`config.mk`:
```
export PLATFORM = sky130hd
export DESIGN_NAME = soc_arbiter
export DESIGN_NICKNAME = d
export VERILOG_FILES = /design/src/hw/soc_pkg.sv /design/src/hw/soc_arbiter.sv
export SDC_FILE = /design/constraint.sdc
export NUM_CORES = 1
export LEC_CHECK = 0
export BUFFER_PORTS_ARGS = -buffer_cell sky130_fd_sc_hd__buf_4
export CAP_MARGIN = 10
export CORE_AREA = 4 4 121 123
export CTS_CLUSTER_DIAMETER = 30
export DETAILED_ROUTE_END_ITERATION = 16
export DIE_AREA = 0 0 125 127
export PLACE_DENSITY = 0.5
export SYNTH_ARGS = -nofsm -noshare
export SYNTH_HDL_FRONTEND = slang
export SYNTH_SLANG_ARGS = --single-unit
```
`constraint.sdc`:
```
create_clock -name clk_i -period 0.9 [get_ports clk_i]
set_clock_uncertainty 0.2 [all_clocks]
set_input_delay 0.09 -clock clk_i [delete_from_list [all_inputs] [get_ports clk_i]]
set_output_delay 0.09 -clock clk_i [all_outputs]
set_load 0.02 [all_outputs]
```
`src/hw/soc_pkg.sv`:
```
// System fabric package with the memory map, bus widths and bus structs
package soc_pkg;

    localparam int unsigned AddrWidth = 32;
    localparam int unsigned DataWidth = 32;
    localparam int unsigned StrbWidth = DataWidth / 8;

    // Memory map
    localparam logic [AddrWidth-1:0] RomBase     = 32'h0000_1000;
    localparam logic [AddrWidth-1:0] RomLength   = 32'h0000_0040;
    localparam logic [AddrWidth-1:0] ClintBase   = 32'h0200_0000;
    localparam logic [AddrWidth-1:0] ClintLength = 32'h0000_0010;
    localparam logic [AddrWidth-1:0] DramBase    = 32'h8000_0000;

    // CLINT register offsets
    localparam logic [3:0] ClintMsipOff     = 4'h0;
    localparam logic [3:0] ClintMtimecmpOff = 4'h4;
    localparam logic [3:0] ClintMtimeOff    = 4'h8;

    typedef struct packed {
        logic                 we;
        logic [AddrWidth-1:0] addr;
        logic [StrbWidth-1:0] be;
        logic [DataWidth-1:0] wdata;
    } bus_req_t;

    typedef struct packed {
        logic [DataWidth-1:0] rdata;
        logic                 err;
    } bus_rsp_t;

    typedef enum logic [1:0] {
        RegionNone,
        RegionRom,
        RegionClint,
        RegionDram
    } region_e;

    // Merge the enabled bytes of wdata into old
    function automatic logic [DataWidth-1:0] apply_be(
        input logic [DataWidth-1:0] old,
        input logic [DataWidth-1:0] wdata,
        input logic [StrbWidth-1:0] be
    );
        logic [DataWidth-1:0] res;
        res = old;
        for (int i = 0; i < StrbWidth; i++) begin
            if (be[i]) res[8*i +: 8] = wdata[8*i +: 8];
        end
        return res;
    endfunction

endpackage

```
`src/hw/soc_arbiter.sv`:
```
// Fixed-priority bus arbiter for the debug and core masters with response return
`timescale 1ns/100ps

module soc_arbiter (
    input  logic              clk_i,
    input  logic              rst_n_i,
    input  logic              core_req_valid_i,
    input  soc_pkg::bus_req_t core_req_i,
    input  logic              dbg_req_valid_i,
    input  soc_pkg::bus_req_t dbg_req_i,
    input  soc_pkg::bus_rsp_t rsp_i,
    output logic              core_gnt_o,
    output logic              dbg_gnt_o,
    output logic              core_rsp_valid_o,
    output soc_pkg::bus_rsp_t core_rsp_o,
    output logic              dbg_rsp_valid_o,
    output soc_pkg::bus_rsp_t dbg_rsp_o,
    output logic              bus_valid_o,
    output soc_pkg::bus_req_t bus_req_o
);

    logic pending_q;
    logic owner_dbg_q;

    // --------------------------------------------------
    // Grant, debug wins
    // --------------------------------------------------
    assign dbg_gnt_o   = dbg_req_valid_i;
    assign core_gnt_o  = core_req_valid_i && !dbg_req_valid_i;
    assign bus_valid_o = dbg_req_valid_i || core_req_valid_i;
    assign bus_req_o   = dbg_req_valid_i ? dbg_req_i : core_req_i;

    // --------------------------------------------------
    // Owner of the response in flight
    // --------------------------------------------------
    always_ff @(posedge clk_i) begin
        if (!rst_n_i) begin
            pending_q   <= 1'b0;
            owner_dbg_q <= 1'b0;
        end else begin
            pending_q   <= bus_valid_o;
            owner_dbg_q <= dbg_req_valid_i;
        end
    end

    assign dbg_rsp_valid_o  = pending_q && owner_dbg_q;
    assign core_rsp_valid_o = pending_q && !owner_dbg_q;

    // Data is shared, the valid strobes tell the owner
    assign dbg_rsp_o  = rsp_i;
    assign core_rsp_o = rsp_i;

endmodule

```
# Word-level counts from Yosys, hierarchy flattened
# Cells that the tools add are included.
[classes]
n_mux = 1
reduce_logical = 6
[ops]
columns = ["operator", "count"]
rows = [
  ["69-bit two-way mux", 1],
  ["1-bit logical AND", 3],
  ["1-bit logical NOT", 2],
  ["1-bit logical OR", 1],
]
[totals]
word_cells = 9
reg_bits = 2

# Longest topological paths before layout
[logic_depth]
ltp_word = 2
ltp_mapped = 3
depth_no_buf = 1

# Worst setup path before layout
# Ideal clock, no wire load.
[synth_timing]
kind = "input port to output port"
from = "input dbg_req_valid_i"
to = "output bus_req_o[10] (netlist name)"
arrival_time_ns = 0.750
n_path_buf = 2
stages = 3
t_required_ns = 0.610
slack_ns = -0.140
cell_sequence = "buf_6 -> buf_12 -> mux2_4"
[synth_lines]
columns = ["element", "line_no", "text"]
rows = [
  ["start: declaration", "soc_arbiter.sv:9", "input logic dbg_req_valid_i,"],
  ["end: declaration", "soc_arbiter.sv:19", "output soc_pkg::bus_req_t bus_req_o"],
]

==> out/metrics.yaml <==
drt_drc_violations_left: 0
place_congestion: 0.767
relSlewSlack: 0.939
drtPass1Iterations: 3
floorplan.die_area_um2: 15900
postSynthNetCount: 327
grt_max_degree: 10
clock_tree.htree_level_count: 1
clock-sinks: 2
detailedPlacementHpwl_mm: 5.64
crit_chain: "buf_16, buf_16, mux2_4, buf_6"
worst_path_largest_cell_delay_ps: 310
pwr-share-clk: 0.229
flow.area_growth_from_synthesis_pct: 108
post_synth_instance_area_um2: 1750
post_synth_top_cells: "sky130_fd_sc_hd__buf_4, sky130_fd_sc_hd__mux2_4, sky130_fd_sc_hd__buf_12"
fp.dieW_um: 125
clock_path_buffers: 2
antenna_violating_nets_post_route: 0
critical-path-slowest-cell: "sky130_fd_sc_hd__mux2_4"
place_area_um2: 3000
final-max-slew-violation-count: 0
io_buffer_count: 215
cap_viol_max_count: 0
netlist-cell-type-count: 11
numCtsBuffers: 3
synth-edff-count: 0
final.min_clock_period_ps: 1120
cts.root.buffer_cell: "sky130_fd_sc_hd__clkbuf_16"
first_global_vias: 1935
cp-start-kind: "input pin"
timing.hold.worst_endpoint: "pending_q$_SDFF_PN0_"
synth_seq_area_share: 0.0228
failed_checks: "hold timing, setup timing"
static-leakage-power_nw: 1.92
cpMostUsedCell: "sky130_fd_sc_hd__buf_16"
number_of_antenna_diodes: 0
hp-class: "in2reg"
regArea_um2: 42.5
fmaxAchievable_ghz: 0.895
hold-worst-slack_ps: -114
final_net_count: 484
report.final.setup_viol: 72
total_power_divided_by_cell_area_nw_per_um2: 794
worst_hold_path.num_cells: 2
postLayoutCellArea_um2: 3650
totalPowerFinal_mw: 2.89
antenna_found_initial: 0
post_synth_inst_count: 152
arrival_ps: 830
fillCellCount: 1459
die_h_um: 127
ratio_of_cells_with_drive_above_1_in_the_final_layout: 0.993
synthTopCellsByArea: "sky130_fd_sc_hd__mux2_4, sky130_fd_sc_hd__buf_4, sky130_fd_sc_hd__buf_12"
seqPwrFrac: 0.034
post-synth-top-count-cell: "sky130_fd_sc_hd__buf_4"
run_status: "complete, but fails checks"
route.detailed.vias_per_inst: 3.34
std_cell_rows: 43
portion_of_total_power_attributed_to_combinational_logic: 0.736
worst_ir_drop_vdd_v: 0.00103
global_route_total_overflow: 0
syn_area_per_cell_um2: 11.5
setup.worst_path.end_class: "output pin"
net-switching-power_mw: 0.873
synth.yosys.warnings: 0
cp_max_fo: 8
floorplan.initialDensity: 0.128
synth_flop_cell: "sky130_fd_sc_hd__dfxtp_1"
post-synth-top-area-cell: "sky130_fd_sc_hd__mux2_4"
wire_length_per_cell_after_detailed_routing_um: 14.8
timing.hold.worst.start: "rst_n_i"
core_area_um2: 13700
synth_largest_type_area_fraction: 0.565
final-hold-violation-count: 68
finalCritPeriodShare: 1.24
pin_count: 315
globalRouteTotalUtil: 0.0840
synth_seq_cells: 2
grt_first_pass_wirelength_mm: 10.5
multi_input_area_um2: 1090
timing_worst_setup_path_type: "in2out"
internal_power_mw: 2.02
slew_at_the_pin_closest_to_its_max_slew_limit_ps: 91.7
final.setup.worst_slack_ps: -217
clkTransAtPathRegs_ps: 30
drt_iter0_markers: 18
cts_tree: "yes"
routed-via-count: 1627
swShare: 0.302
wl_mm: 7.21
rsz0062_at_grt: "yes"
async_set_or_reset_flop_fraction_in_the_synthesized_netlist: 0
cp_data_required_time_ps: 610
per-layer routing:
layer / track usage / wire length [um] / vias up
li1: - / - / 770
met1: 0.0937 / 2500 / 725
met2: 0.154 / 3830 / 116
met3: 0.0259 / 764 / 16
met4: 0.0242 / 111 / 0
met5: 0 / 0 / -
worst max-delay path, delay by kind of cell:
family,cells,cell delay [ps]
buffers and inverters,3,410
muxes,1,310
layout make-up:
class	count	share of cell area
well taps	180	0.0618
repair buffers	227	0.607
clock buffers	3	0.0206
multi-input cells	75	0.299
flip-flops and latches	2	0.0117
metrics by stage:
| step | utilization | hold slack [ps] | setup slack [ps] | TNS [ps] | instances |
|---|---|---|---|---|---|
| 2_1_floorplan | - | 0.235 | -87.4 | -5850 | 152 |
| 3_3_place_gp | 0.219 | -19.8 | -378 | -24190 | 475 |
| 3_5_place_dp | 0.219 | -19.8 | -387 | -24860 | 475 |
| 4_1_cts | 0.264 | -116 | -236 | -15180 | 487 |
| 5_1_grt | 0.267 | -111 | -240 | -15910 | 487 |
| 6_report | 0.267 | -114 | -217 | -14580 | 487 |
kinds of logic (layout without fill, tap and decap cells):
logic type,after synthesis,after routing,synth area share
compound gates,1,1,0.00428
buf+inv,75,230,0.370
flops,2,2,0.0228
mux,69,69,0.585
simple gates,5,5,0.0178
how the worst max path moves through the flow:
stage / slack (ps) / start / endpoint
floorplan: -90 / dbg_req_valid_i / bus_req_o[10]
global placement: -380 / dbg_req_valid_i / bus_req_o[0]
detailed placement: -390 / dbg_req_valid_i / bus_req_o[18]
CTS: -240 / dbg_req_valid_i / bus_req_o[66]
global route: -240 / dbg_req_valid_i / bus_req_o[40]
finish: -220 / dbg_req_valid_i / bus_req_o[28]
flip-flops by register name (all words and copies together) (netlist names):
signal / cells
owner_dbg_q: 1
pending_q: 1
power groups by stage:
| stage | clock (mW) | sequential (mW) | combinational, mW |
|---|---|---|---|
| after floorplan | 0 | 0.0977 | 1.36 |
| after CTS | 0.680 | 0.0997 | 2.14 |
| final | 0.663 | 0.0998 | 2.13 |
| after global routing | 0.698 | 0.101 | 2.25 |
| after detailed placement | 0 | 0.0983 | 1.78 |
| after global placement | 0 | 0.0980 | 1.76 |
cell usage in the layout, fill, tap and decap left out, drive strengths merged:
master	count
clkbuf	3
o21a	1
mux2	69
and2	2
nor2b	2
buf	227
or2	1
dfxtp	2
repair_timing:
action                                 CTS  global route
buffers inserted                         1             0
setup endpoints to repair               74            73
resized for setup                       90             9
cloned                                   8             0
endpoints found under the hold margin   68            68
pin swaps                                1             0
Note: power is estimated with default switching activity, not from simulation.
