`src/hw/soc_pkg.sv`:
```
// System fabric package with the memory map, bus widths and bus structs
package soc_pkg;

    localparam int unsigned AddrWidth = 32;
    localparam int unsigned DataWidth = 32;
    localparam int unsigned StrbWidth = DataWidth / 8;

    // Memory map
    localparam logic [AddrWidth-1:0] RomBase     = 32'h0000_1000;
    localparam logic [AddrWidth-1:0] RomLength   = 32'h0000_0040;
    localparam logic [AddrWidth-1:0] ClintBase   = 32'h0200_0000;
    localparam logic [AddrWidth-1:0] ClintLength = 32'h0000_0010;
    localparam logic [AddrWidth-1:0] DramBase    = 32'h8000_0000;

    // CLINT register offsets
    localparam logic [3:0] ClintMsipOff     = 4'h0;
    localparam logic [3:0] ClintMtimecmpOff = 4'h4;
    localparam logic [3:0] ClintMtimeOff    = 4'h8;

    typedef struct packed {
        logic                 we;
        logic [AddrWidth-1:0] addr;
        logic [StrbWidth-1:0] be;
        logic [DataWidth-1:0] wdata;
    } bus_req_t;

    typedef struct packed {
        logic [DataWidth-1:0] rdata;
        logic                 err;
    } bus_rsp_t;

    typedef enum logic [1:0] {
        RegionNone,
        RegionRom,
        RegionClint,
        RegionDram
    } region_e;

    // Merge the enabled bytes of wdata into old
    function automatic logic [DataWidth-1:0] apply_be(
        input logic [DataWidth-1:0] old,
        input logic [DataWidth-1:0] wdata,
        input logic [StrbWidth-1:0] be
    );
        logic [DataWidth-1:0] res;
        res = old;
        for (int i = 0; i < StrbWidth; i++) begin
            if (be[i]) res[8*i +: 8] = wdata[8*i +: 8];
        end
        return res;
    endfunction

endpackage

```
`src/hw/soc_decoder.sv`:
```
// Address decoder with target selects, error response and read-data mux
`timescale 1ns/100ps

module soc_decoder #(
    parameter int unsigned SramWords = 1024
) (
    input  logic                                clk_i,
    input  logic                                rst_n_i,
    input  logic                                bus_valid_i,
    input  soc_pkg::bus_req_t                   bus_req_i,
    input  logic [soc_pkg::DataWidth-1:0]       rom_rdata_i,
    input  logic [soc_pkg::DataWidth-1:0]       clint_rdata_i,
    input  logic [soc_pkg::DataWidth-1:0]       dram_rdata_i,
    output logic                                rom_sel_o,
    output logic                                clint_sel_o,
    output logic                                dram_sel_o,
    output soc_pkg::bus_req_t                   tgt_req_o,
    output soc_pkg::bus_rsp_t                   rsp_o
);

    localparam logic [soc_pkg::AddrWidth-1:0] DramLength = SramWords * 4;

    soc_pkg::region_e region;
    soc_pkg::region_e region_q;
    logic             err;
    logic             err_q;

    always_comb begin
        region = soc_pkg::RegionNone;
        if (bus_req_i.addr >= soc_pkg::RomBase &&
            bus_req_i.addr < soc_pkg::RomBase + soc_pkg::RomLength) begin
            region = soc_pkg::RegionRom;
        end else if (bus_req_i.addr >= soc_pkg::ClintBase &&
                     bus_req_i.addr < soc_pkg::ClintBase + soc_pkg::ClintLength) begin
            region = soc_pkg::RegionClint;
        end else if (bus_req_i.addr >= soc_pkg::DramBase &&
                     bus_req_i.addr < soc_pkg::DramBase + DramLength) begin
            region = soc_pkg::RegionDram;
        end
    end

    // ROM is read only
    assign err = (region == soc_pkg::RegionNone) ||
                 (region == soc_pkg::RegionRom && bus_req_i.we);

    assign rom_sel_o   = bus_valid_i && !err && region == soc_pkg::RegionRom;
    assign clint_sel_o = bus_valid_i && region == soc_pkg::RegionClint;
    assign dram_sel_o  = bus_valid_i && region == soc_pkg::RegionDram;
    assign tgt_req_o   = bus_req_i;

    always_ff @(posedge clk_i) begin
        if (!rst_n_i) begin
            region_q <= soc_pkg::RegionNone;
            err_q    <= 1'b0;
        end else begin
            region_q <= (bus_valid_i && !err) ? region : soc_pkg::RegionNone;
            err_q    <= bus_valid_i && err;
        end
    end

    always_comb begin
        rsp_o.err = err_q;
        unique case (region_q)
            soc_pkg::RegionRom:   rsp_o.rdata = rom_rdata_i;
            soc_pkg::RegionClint: rsp_o.rdata = clint_rdata_i;
            soc_pkg::RegionDram:  rsp_o.rdata = dram_rdata_i;
            default:              rsp_o.rdata = '0;
        endcase
    end

endmodule

```
`config.mk`:
```
export PLATFORM = sky130hd
export DESIGN_NAME = soc_decoder
export DESIGN_NICKNAME = d
export VERILOG_FILES = /design/src/hw/soc_pkg.sv /design/src/hw/soc_decoder.sv
export SDC_FILE = /design/constraint.sdc
export NUM_CORES = 1
export LEC_CHECK = 0
export ABC_CLOCK_PERIOD_IN_PS = 1200
export BUFFER_PORTS_ARGS = -buffer_cell sky130_fd_sc_hd__buf_2
export CORE_AREA = 2 2 107 109
export DETAILED_ROUTE_END_ITERATION = 6
export DIE_AREA = 0 0 109 111
export GPL_ROUTABILITY_DRIVEN = 0
export PLACE_DENSITY = 0.45
export REMOVE_ABC_BUFFERS = 1
export SLEW_MARGIN = 25
export SYNTH_ARGS = -nofsm -noshare
export SYNTH_HDL_FRONTEND = slang
export SYNTH_SLANG_ARGS = --single-unit
```
`constraint.sdc`:
```
create_clock -name clk_i -period 1.2 [get_ports clk_i]
set_input_delay 0.12 -clock clk_i [delete_from_list [all_inputs] [get_ports clk_i]]
set_output_delay 0.12 -clock clk_i [all_outputs]
set_load 0.02 [all_outputs]
```
=== After elaboration in Yosys (flattened, before gate mapping) ===
Cells that the tools add are included.
W data, S select, Z words.

* Bits in read-only memories: 0
* Latch bits: 0
* Logic and storage cells: 31
* Memories: 0
* RAM bits: 0
* Input port bits: 168
* Flip-flop bits (word level): 3

* Divide/modulo/power cells: 0
* Multiplexer cells: 4
* Magnitude comparators: 6
* Bitwise operators: 0
* Shift-type cells: 0
* Add/subtract/negate cells: 0
* Multipliers: 0
* Reductions and logical operators: 13
* Eq/ne operators: 6

{| class="wikitable"
|+ Operators with widths
! kind !! number
|-
| $pmux W32 S3 || 1
|-
| $ge A32 B13 Y1 const B || 1
|-
| $ge A32 B26 Y1 const B || 1
|-
| $ge A32 B32 Y1 const B || 1
|-
| $lt A32 B13 Y1 const B || 1
|-
| $lt A32 B26 Y1 const B || 1
|-
| $lt A32 B32 Y1 const B || 1
|-
| $logic_and A1 B1 Y1 || 9
|-
| $eq A2 B2 Y1 const B || 4
|-
| $mux W2 || 3
|-
| $eq A2 B1 Y1 const B || 2
|-
| $logic_not A2 Y1 || 1
|-
| $reduce_and A2 Y1 || 1
|-
| $logic_not A1 Y1 || 1
|-
| $logic_or A1 B1 Y1 || 1
|}

=== Depth between registers and ports, before layout ===
* Word-level depth: 11
* Depth in mapped cells: 5
* Gate-level depth less buffers: 5

=== Worst setup path before layout ===
OpenSTA, ideal clock, no wires.

* Path type: register to output
* Start: register region_q[1]
* End: output rsp_o[10] (netlist name)
* Stages on the path, launching flop included: 5
* Arrival: 1.280 ns
* Data required time: 1.080 ns
* Path buffers: 2
* Path slack: -0.200 ns
* Cell sequence: dfxtp_1 > clkbuf_1 > buf_2 > mux2_2 > a22o_1

{| class="wikitable"
|+ RTL lines
! element !! line !! source
|-
| from (decl) || soc_decoder.sv:24 || <nowiki>soc_pkg::region_e region_q;</nowiki>
|-
| from (signal assigned) || soc_decoder.sv:53 || <nowiki>region_q <= soc_pkg::RegionNone;</nowiki>
|-
| from (signal assigned) || soc_decoder.sv:56 || <nowiki>region_q <= (bus_valid_i && !err) ? region : soc_pkg::RegionNone;</nowiki>
|-
| to (decl) || soc_decoder.sv:18 || <nowiki>output soc_pkg::bus_rsp_t rsp_o</nowiki>
|}

==> impl_metrics.tcl <==
set metrics [dict create \
    clk_pin_slew_worst_paths_ns 0.03 \
    cellPowerDensity_nw_per_um2 416 \
    layout-area-overhead-vs-synth_pct 86.4 \
    switching_share_pct 27.2 \
    layout_common_cells "163 x buf_2, 32 x a22o_1, 30 x buf_6" \
    synth_compound_area_share_pct 22.2 \
    ios 273 \
    cts_buffer_depth 2 \
    criticalPathCategory "reg -> out" \
    required_ns 1.08 \
    yosysWarnings 0 \
    ys_seq_area_share_pct 4.01 \
    grt_setup_unrepaired "true" \
    root_buffer "clkbuf_16" \
    power.switching_uw 316 \
    core_um2 11100 \
    yosys.area_share.simple_pct 10.1 \
    worst_slew_pin_slew_ns 0.269 \
    pwr-share-comb_pct 46.2 \
    layout_commonest_cell "buf_2" \
    hold_viol 0 \
    p_leak_nw 1.43 \
    antenna_left 0 \
    die-area_um2 12100 \
    drt_pass1_iterations 5 \
    dpl.cell_count 454 \
    initial_core_util_pct 13.5 \
    cpPeakStageDelay_ns 0.41 \
    drc 0 \
    synth_cells 181 \
    cts_htree_levels 1 \
    antenna_found_initial 1 \
    hp-class "in -> out" \
    fin_crit_ns 1.59 \
    multiInputGateArea_um2 1040 \
    port_buffers 192 \
    cpMaxStageDelayCell "dfxtp_4" \
    grt_max_degree 25 \
    dp_hpwl_um 6580 \
    max-cap-violations 0 \
    clkPwrFrac_pct 45.0 \
    startpoint_type "register" \
    yosys.area_share.xor_xnor_pct 0 \
    ff_latch_area_um2 63.8 \
    drt_iter0_markers 68 \
    worst_slack_ns -0.385 \
    ys_seq_elements 3 \
    p_seq_share_pct 8.8 \
    intPower_uw 844 \
    crit_fanout 8 \
    fin_nets 491 \
    die_w_um 109 \
    grt_pass1_vias 1859 \
    violations "negative setup slack" \
    ir_drop_mv 0.438 \
    final_area_um2 2790 \
    grt_pass1_wl_um 10500 \
    rows 39 \
    relSlewSlack_pct 82.0 \
    period_share_pct 132 \
    fmax_mhz 631 \
    crit_path_cell_trace "buf_12, mux2_2, a22o_1, buf_2" \
    cts_tree "yes" \
    dieHeight_um 111 \
    drt-total-wl_um 8240 \
    wl_per_cell_um 17.7 \
    viasPerCell 4.21 \
    drv_slew 0 \
    synth_top_family_by_area "buffers and inverters" \
    hold_slack_ns 0.240 \
    synthAdderAreaFrac_pct 0 \
    synth_area_um2 1500 \
    final_layout_size_suffix_gt1_share_pct 85.7 \
    ys_types 23 \
    worstPathArrival_ns 1.47 \
    status "finished, violations left" \
    critPathBufInv 2 \
    vias 1961 \
    synth_mux_area_share_pct 24.1 \
    crit_family "flip-flops" \
    overflow 0 \
    nFillCells 1179 \
    p_total_mw 1.16 \
    setup_viol 35 \
    setup_tns_ns -11.51 \
    instances_no_fill 466 \
    cts_buffers 3 \
    crit_path_end_kind "output pin" \
    avgSynthCellArea_um2 8.27 \
    grt.total_usage_pct 11.8 \
    placed_area_um2 2240 \
    clock-sinks 3 \
    hold_buffers 0 \
]
## worst paths after layout
check / from / slack (ns) / end / depth (start not counted)
max: region_q[1]$_SDFF_PN0_ / -0.39 / rsp_o[13] / 4
min: bus_req_i[0] / 0.24 / tgt_req_o[0] / 0
## cells in the mapped netlist
library cell   n  area share, %
nand2_2        1           0.42
nor4_1         5            2.1
nand2b_1       1           0.42
inv_2          1           0.25
nand2_1        5            1.3
nor4b_2        1            1.0
nor4_2         1           0.84
nor2b_1        2           0.84
nor3_2         1           0.67
o221ai_1       1           0.59
o22a_2         1           0.67
inv_1          3           0.75
nand3_1        2           0.67
buf_4         70             35
or2_4          1           0.59
mux2_2        32             24
dfxtp_1        3            4.0
a2111oi_4      1            1.8
a22o_1        32             19
nor3_1         4            1.3
clkbuf_1       6            1.5
o21ai_1        1           0.33
buf_2          6            2.0
## area by class of cell
type / instances / area share [%]
timing repair buffer: 219 / 50.7
inverter: 4 / 0.538
multi-input combinational: 92 / 37.1
tap: 143 / 6.42
sequential: 3 / 2.29
antenna: 1 / 0.0897
clock buffer: 4 / 2.83
## power by group through the flow
stage / clock (mW) / combinational, mW / sequential (mW)
after detailed placement: 0 / 0.447 / 0.105
after floorplan: 0 / 0.0737 / 0.109
after CTS: 0.531 / 0.480 / 0.102
after global placement: 0 / 0.439 / 0.106
final: 0.523 / 0.536 / 0.102
after global routing: 0.545 / 0.575 / 0.103
## logic make-up (layout without fill, tap and decap cells)
kind of cell / count (synthesis) / count (layout)
other cells: 0 / 1
mux: 32 / 32
simple gates: 24 / 24
buf+inv: 86 / 227
flops: 3 / 3
compound gates: 36 / 36
## timing repair
action / in CTS / in global routing
endpoints found under the setup margin: 35 / 38
pin swaps: 14 / 11
gates resized for setup: 24 / 69
cloned: 0 / 1
buffers inserted: 7 / 1
## metal layers
layer | global-route usage, % | routed length [um] | share of wire, %
met1 | 11.9 | 2770 | 34
met3 | 11.4 | 1770 | 21
met4 | 1.54 | 72 | 0.87
met2 | 17.0 | 3500 | 42
met5 | 10.7 | 129 | 1.6
## per-stage QoR
| step | utilization (%) | setup slack (ns) |
|---|---|---|
| after floorplan | - | -1.51 |
| after global placement | 20.2 | -0.348 |
| after CTS | 22.4 | -0.415 |
| after detailed placement | 20.2 | -0.336 |
| final | 25.2 | -0.385 |
| after global routing | 25.2 | -0.445 |
## flip-flops by register name, summed over array words and instances (netlist names)
name	flops
err_q	1
region_q	2
Note: power is estimated with default switching activity, not from simulation.
