File: src/hw/soc_pkg.sv
// System fabric package with the memory map, bus widths and bus structs
package soc_pkg;

    localparam int unsigned AddrWidth = 32;
    localparam int unsigned DataWidth = 32;
    localparam int unsigned StrbWidth = DataWidth / 8;

    // Memory map
    localparam logic [AddrWidth-1:0] RomBase     = 32'h0000_1000;
    localparam logic [AddrWidth-1:0] RomLength   = 32'h0000_0040;
    localparam logic [AddrWidth-1:0] ClintBase   = 32'h0200_0000;
    localparam logic [AddrWidth-1:0] ClintLength = 32'h0000_0010;
    localparam logic [AddrWidth-1:0] DramBase    = 32'h8000_0000;

    // CLINT register offsets
    localparam logic [3:0] ClintMsipOff     = 4'h0;
    localparam logic [3:0] ClintMtimecmpOff = 4'h4;
    localparam logic [3:0] ClintMtimeOff    = 4'h8;

    typedef struct packed {
        logic                 we;
        logic [AddrWidth-1:0] addr;
        logic [StrbWidth-1:0] be;
        logic [DataWidth-1:0] wdata;
    } bus_req_t;

    typedef struct packed {
        logic [DataWidth-1:0] rdata;
        logic                 err;
    } bus_rsp_t;

    typedef enum logic [1:0] {
        RegionNone,
        RegionRom,
        RegionClint,
        RegionDram
    } region_e;

    // Merge the enabled bytes of wdata into old
    function automatic logic [DataWidth-1:0] apply_be(
        input logic [DataWidth-1:0] old,
        input logic [DataWidth-1:0] wdata,
        input logic [StrbWidth-1:0] be
    );
        logic [DataWidth-1:0] res;
        res = old;
        for (int i = 0; i < StrbWidth; i++) begin
            if (be[i]) res[8*i +: 8] = wdata[8*i +: 8];
        end
        return res;
    endfunction

endpackage

File: src/hw/soc_clint.sv
// Core-local interruptor with timer, timer compare and software interrupt
`timescale 1ns/100ps

module soc_clint (
    input  logic                          clk_i,
    input  logic                          rst_n_i,
    input  logic                          sel_i,
    input  soc_pkg::bus_req_t             req_i,
    input  logic                          rtc_i,
    output logic [soc_pkg::DataWidth-1:0] rdata_o,
    output logic                          timer_irq_o,
    output logic                          ipi_o
);

    logic [3:0]                    off;
    logic                          wr_en;
    logic                          rd_en;
    logic [soc_pkg::DataWidth-1:0] cur_word;
    logic [soc_pkg::DataWidth-1:0] new_word;

    logic                          msip_q;
    logic [soc_pkg::DataWidth-1:0] mtime_q;
    logic [soc_pkg::DataWidth-1:0] mtimecmp_q;
    logic                          timer_irq_q;
    logic [2:0]                    rtc_sync_q;
    logic                          rtc_tick;
    logic [soc_pkg::DataWidth-1:0] rdata_q;

    assign off   = {req_i.addr[3:2], 2'b00};
    assign wr_en = sel_i && req_i.we;
    assign rd_en = sel_i && !req_i.we;

    // --------------------------------------------------
    // Register file access
    // --------------------------------------------------
    always_comb begin
        case (off)
            soc_pkg::ClintMsipOff:     cur_word = {{(soc_pkg::DataWidth-1){1'b0}}, msip_q};
            soc_pkg::ClintMtimecmpOff: cur_word = mtimecmp_q;
            soc_pkg::ClintMtimeOff:    cur_word = mtime_q;
            default:                   cur_word = '0;
        endcase
    end

    assign new_word = soc_pkg::apply_be(cur_word, req_i.wdata, req_i.be);

    // Two-stage sync, third flop for the edge
    assign rtc_tick = rtc_sync_q[1] && !rtc_sync_q[2];

    always_ff @(posedge clk_i) begin
        if (!rst_n_i) begin
            msip_q      <= 1'b0;
            mtime_q     <= '0;
            mtimecmp_q  <= '1;
            timer_irq_q <= 1'b0;
            rtc_sync_q  <= '0;
        end else begin
            rtc_sync_q  <= {rtc_sync_q[1:0], rtc_i};
            timer_irq_q <= (mtime_q >= mtimecmp_q);
            if (wr_en && off == soc_pkg::ClintMsipOff) begin
                msip_q <= new_word[0];
            end
            if (wr_en && off == soc_pkg::ClintMtimecmpOff) begin
                mtimecmp_q <= new_word;
            end
            // Bus write wins over the tick
            if (wr_en && off == soc_pkg::ClintMtimeOff) begin
                mtime_q <= new_word;
            end else if (rtc_tick) begin
                mtime_q <= mtime_q + 1'b1;
            end
        end
    end

    always_ff @(posedge clk_i) begin
        if (rd_en) begin
            rdata_q <= cur_word;
        end
    end

    assign rdata_o     = rdata_q;
    assign timer_irq_o = timer_irq_q;
    assign ipi_o       = msip_q;

endmodule

File: config.mk
export PLATFORM = sky130hd
export DESIGN_NAME = soc_clint
export DESIGN_NICKNAME = d
export VERILOG_FILES = /design/src/hw/soc_pkg.sv /design/src/hw/soc_clint.sv
export SDC_FILE = /design/constraint.sdc
export NUM_CORES = 1
export LEC_CHECK = 0
export ABC_AREA = 1
export BUFFER_PORTS_ARGS = -buffer_cell sky130_fd_sc_hd__buf_2
export CAP_MARGIN = 5
export CORE_UTILIZATION = 57
export DETAILED_ROUTE_END_ITERATION = 6
export PLACE_DENSITY_LB_ADDON = 0.25
export SKIP_LAST_GASP = 1
export SYNTH_ARGS = -nofsm -noshare
export SYNTH_HDL_FRONTEND = slang
export SYNTH_SLANG_ARGS = --single-unit
File: constraint.sdc
create_clock -name clk_i -period 2.84 [get_ports clk_i]
set_input_delay 0.568 -clock clk_i [delete_from_list [all_inputs] [get_ports clk_i]]
set_output_delay 0.568 -clock clk_i [all_outputs]
set_load 0.02 [all_outputs]
# ---- After elaboration in Yosys (flattened, before gate mapping)
# Index checks and enable logic that the tools add are counted.
dict set report op_classes {
  eq_ne 2
  magnitude_cmp 1
  addsub 1
  n_reduce_logical 10
  mux 7
}
# operator count
set ops {}
lappend ops {{32-bit case mux with 3 select lines} 1}
lappend ops {{32-bit two-way mux} 2}
lappend ops {{32-bit by 1-bit adder with 32-bit output (second input constant)} 1}
lappend ops {{32-bit >= comparator} 1}
lappend ops {{8-bit two-way mux} 4}
lappend ops {{1-bit logical AND} 6}
lappend ops {{4-bit logical NOT} 1}
lappend ops {{2-bit by 1-bit == test with 1-bit output (second input constant)} 1}
lappend ops {{2-bit == test (second input constant)} 1}
lappend ops {{1-bit logical NOT} 2}
lappend ops {{2-bit nonzero test} 1}
dict set report totals {
  out_inout_bits 34
  ff_bits 101
  inputBits 73
  wordCells 27
}

# ---- Longest topological paths before layout
dict set report logic_depth {
  depth_word 4
  mapped_depth 13
  depth_no_buf 13
}

# ---- Worst setup path before layout
# No wires, ideal clock.
dict set report synth_timing {
  path_kind {input port to flip-flop}
  from {in sel_i}
  to {reg rdata_q (netlist bit rdata_o[0]), enable pin}
  cell_stages 2
  arrival_ns 1.957
  slack_ns 0.461
  cell_sequence {inv_1 nor2_1}
}
dict set report synth_via {
  elab_chain_len 1
}
# item line_no
set synth_lines {}
lappend synth_lines {{start: declaration} soc_clint.sv:7} ;# input logic sel_i,
lappend synth_lines {{1-bit logical AND} soc_clint.sv:31} ;# assign rd_en = sel_i && !req_i.we;
lappend synth_lines {{via rd_en} soc_clint.sv:17} ;# logic rd_en;
lappend synth_lines {{end signal: assignment} soc_clint.sv:77} ;# rdata_q <= cur_word;
lappend synth_lines {{end: declaration} soc_clint.sv:27} ;# logic [soc_pkg::DataWidth-1:0] rdata_q;
# The timed path passes the listed nets, and every way through them passes these cells.
# A chain may end at the register's enable or synchronous reset.

# ---- Worst setup path after layout
dict set report layout_timing {
  from {reg rtc_sync_q[1]}
  to {reg mtime_q[12] in the netlist's numbering}
}
dict set report layout_via {
  elab_chain_len 2
}
# item line_no
set layout_lines {}
lappend layout_lines {{start: declaration} soc_clint.sv:25} ;# logic [2:0] rtc_sync_q;
lappend layout_lines {{start signal: assignment} soc_clint.sv:58} ;# rtc_sync_q <= {rtc_sync_q[1:0], rtc_i};
lappend layout_lines {{1-bit logical AND} soc_clint.sv:48} ;# assign rtc_tick = rtc_sync_q[1] && !rtc_sync_q[2];
lappend layout_lines {{2-bit nonzero test (no line)} --}
lappend layout_lines {{end signal: assignment} soc_clint.sv:68} ;# mtime_q <= new_word;
lappend layout_lines {{end signal: assignment} soc_clint.sv:70} ;# mtime_q <= mtime_q + 1'b1;
lappend layout_lines {{end: declaration} soc_clint.sv:22} ;# logic [soc_pkg::DataWidth-1:0] mtime_q;
# No other way between the ends.

==> summary.txt <==
Placed design
  – Post-DP HPWL: 11100 µm
  – Buffers on Ports: 76
  – Placed cells: 1023
  – Place WS: 0.588 ns
  – GPL Wtd Cong: 0.949

Pwr
  – Pleak: 3.14 nW
  – Overall power: 2.89 mW
  – Max IR drop VDD: 224 µV
  – PwrDens: 425 mW/mm²

Floorplanning
  – Core box area: 0.0104 mm²
  – Die Ht: 106 µm
  – Die Area: 0.0113 mm²
  – Die width: 106 µm
  – Row count: 37
  – Initial Utilization: 59.6%
  – Ports: 107

Route
  – Vias per inst: 5.63
  – Iteration-0 DRC Markers: 401
  – DRC: 0
  – Vias: 5854
  – Pre-antenna DRT Iters: 7
  – WL/cell: 15.1 µm
  – Routed Antenna Nets: 0
  – Drt total wl: 15700 µm

Yosys
  – Register area share after synthesis: 37.7%
  – Post-synth ARST share: 0%
  – Syn nets: 942
  – Ys Warns: 0
  – Average size of a mapped cell: 7.42 µm²
  – Synth Cell Area: 0.00620 mm²
  – Number of synthesized flops with an enable pin: 32
  – Post-Synthesis Cells: 836
  – Ys flop type: dfxtp_1
  – Distinct cells, synth: 38
  – Synth Register Bits: 101

Cells and area
  – Share of cells above drive strength 1: 16.3%
  – # diodes: 0
  – Finished Layout Cells: 1039
  – Layout area overhead: 9.84%
  – Nets: 1004
  – Sequential cell area: 0.00234 mm²
  – Fill cells: 940
  – Area occupied by multi-input gates: 0.00323 mm²

Global routing
  – Vias in the first global route: 5406
  – Global-route wire length before repair: 25500 µm
  – Gr ovfl total: 0
  – Initial antenna violation count: 0
  – Largest net degree at the start of global routing: 47
  – GR Util All Layers: 28.8%

STA
  – Setup TNS: 0 ns
  – Minimum clock period: 2.05 ns
  – Final setup viols: 0
  – Slew HR: 50.4%
  – FMAX: 0.487 GHz
  – Final hold slack: 0.365 ns
  – Tightest Pin Transition: 0.742 ns
  – Worst setup margin: 0.787 ns
  – Endpoints failing hold: 0
  – Period utilization: 72.3%
  – Final Slew Violations: 0
  – RSZ-0062 raised after global routing: false
  – Clock Skew: 0.00847 ns

Clock tree
  – CTS root buffer: clkbuf_8
  – CTS sink count: 101
  – Total CTS buffers: 9
  – Clock-pin slew on the worst setup and hold paths: 0.10 ns
  – H-tree Lvls: 3
  – # resized after CTS: 0
  – CTS Hold Bufs: 0
  – CTS tree: done
  – Clk Latency, worst-skew pair: 0.38 ns
  – Longest Clk Path Bufs: 2
  – Post-CTS setup buffers: 0

Setup path
  – Crit path max fanout: 20
  – Worst reg2reg path depth: 9
  – WP buf/inv: 4
  – CP top delay family: simple AND/OR/NAND/NOR gates
  – Reg2reg setup slack: 0.79 ns
  – Crit path from: rtc_sync_q[1]$_SDFF_PN0_
  – CP most frequent cell: inv_1
  – Critical setup path kind: flip-flop to flip-flop
  – Worst reg2reg startpoint: rtc_sync_q[1]$_SDFF_PN0_
  – Worst Path Required: 3.10 ns
  – Slowest cell delay on critical path: 0.61 ns
  – Critical Path Slowest Stage Cell: nand2_1
  – RR Endpoint: mtime_q[12]$_SDFFE_PN0P_
  – Worst EP arrival: 2.31 ns
  – Critical Path Source Type: flip-flop
  – CP Cell Sequence: inv_1 > nor2_2 > inv_1 > nand2_1 > inv_1 > nand2_1 > nand2_1 > inv_1 > a21oi_1
  – Setup crit end kind: flip-flop

Hold path
  – Hold WC Path Type: primary input to flip-flop
  – Hold Path End: rtc_sync_q[0]$_SDFF_PN0_
  – Worst hold path startpoint: rtc_i
  – Hold Path Cell Cnt: 3

Outcome
  – Outcome: finished, final reports clean

Run
  – Max capacitance violation total: 0
## routing by layer
layer | track usage, % | up-vias | wire (µm)
li1 | - | 2913 | -
met1 | 38.0 | 2695 | 6880
met2 | 47.7 | 221 | 7420
met3 | 3.68 | 25 | 1060
met4 | 11.1 | 0 | 316
met5 | 0 | - | 0
## layout make-up
class                           count  share of cell area (%)
Timing Repair Buffer               81                    6.13
Clock inverter                      1                   0.441
Inverter                          124                    6.83
Multi-Input combinational cell    581                    47.4
Tap cell                          136                    2.50
Sequential cell                   101                    34.4
Clock buffer                       15                    2.29
## worst min-delay path, stage by stage
cell     delay [ns]
buf_2          0.07
nand2_1        0.04
inv_1          0.04
## cells in the final DEF (no fill, tap or decap), drive strengths merged, types with 3 or more instances in the layout
cell type and instances:
ha 33, clkbuf 15, xor2 3, a21oi 57, nand3 73, nor2 62
nor3 7, mux2i 6, nand2 187, o21a 3, dfxtp 69, inv 122
nand4 4, o211ai 44, edfxtp 32, buf 81, or2 17, o21ai 69
o22ai 11
## registers in the layout, summed over array words and instances, names as in the netlist
register / count
mtimecmp_q: 32
timer_irq_o: 1
rtc_sync_q: 3
mtime_q: 32
rdata_o: 32
ipi_o: 1
## synthesized netlist by cell type (5+ instances only)
cell | number | area (µm²)
o211ai_2 | 14 | 175
or2_2 | 17 | 106
dfxtp_1 | 69 | 1380
nand3_1 | 72 | 360
o21ai_0 | 68 | 340
ha_1 | 33 | 413
nand2_1 | 183 | 687
nor2_1 | 54 | 203
mux2i_1 | 6 | 60.1
o22ai_1 | 7 | 43.8
nor2_4 | 5 | 56.3
inv_1 | 117 | 439
edfxtp_1 | 32 | 961
nor3_1 | 6 | 30.0
inv_2 | 5 | 18.8
buf_2 | 11 | 55.1
o211ai_1 | 30 | 225
a21oi_1 | 57 | 285
clkbuf_1 | 11 | 41.3
## stage by stage
step / cell area, µm² / util (%)
after floorplan: 6200 / -
after global placement: 6630 / 63.6
after detailed placement: 6630 / 63.6
after CTS: 6820 / 65.4
after global routing: 6820 / 65.4
final: 6820 / 65.4
## cell families after synthesis
kind of cell,Yosys count,synth area share [%]
AND/OR/NAND/NOR,352,25.1
AO/OA/AOI/OAI,187,18.8
buffers and inverters,154,10.3
flip-flops,101,37.7
adder cells (fa/ha/maj),33,6.65
multiplexers,6,0.968
XOR/XNOR,3,0.424
## power breakdown
group | internal (mW) | switching [mW] | leakage, nW
combinational | 0.128 | 0.252 | 2.18
clock | 0.435 | 0.500 | 0.0919
sequential | 1.55 | 0.0326 | 0.870
total | 2.11 | 0.785 | 3.14
## how the worst max path moves through the flow
stage | to | depth (start not counted)
final | mtime_q[12]$_SDFFE_PN0P_ | 9
after floorplan | rdata_o[0]$_DFFE_PP_ | 2
after CTS | mtime_q[12]$_SDFFE_PN0P_ | 9
after detailed placement | mtime_q[12]$_SDFFE_PN0P_ | 11
after global routing | mtime_q[12]$_SDFFE_PN0P_ | 9
after global placement | mtime_q[12]$_SDFFE_PN0P_ | 11
No activity file was read; power rests on OpenSTA's default activity.
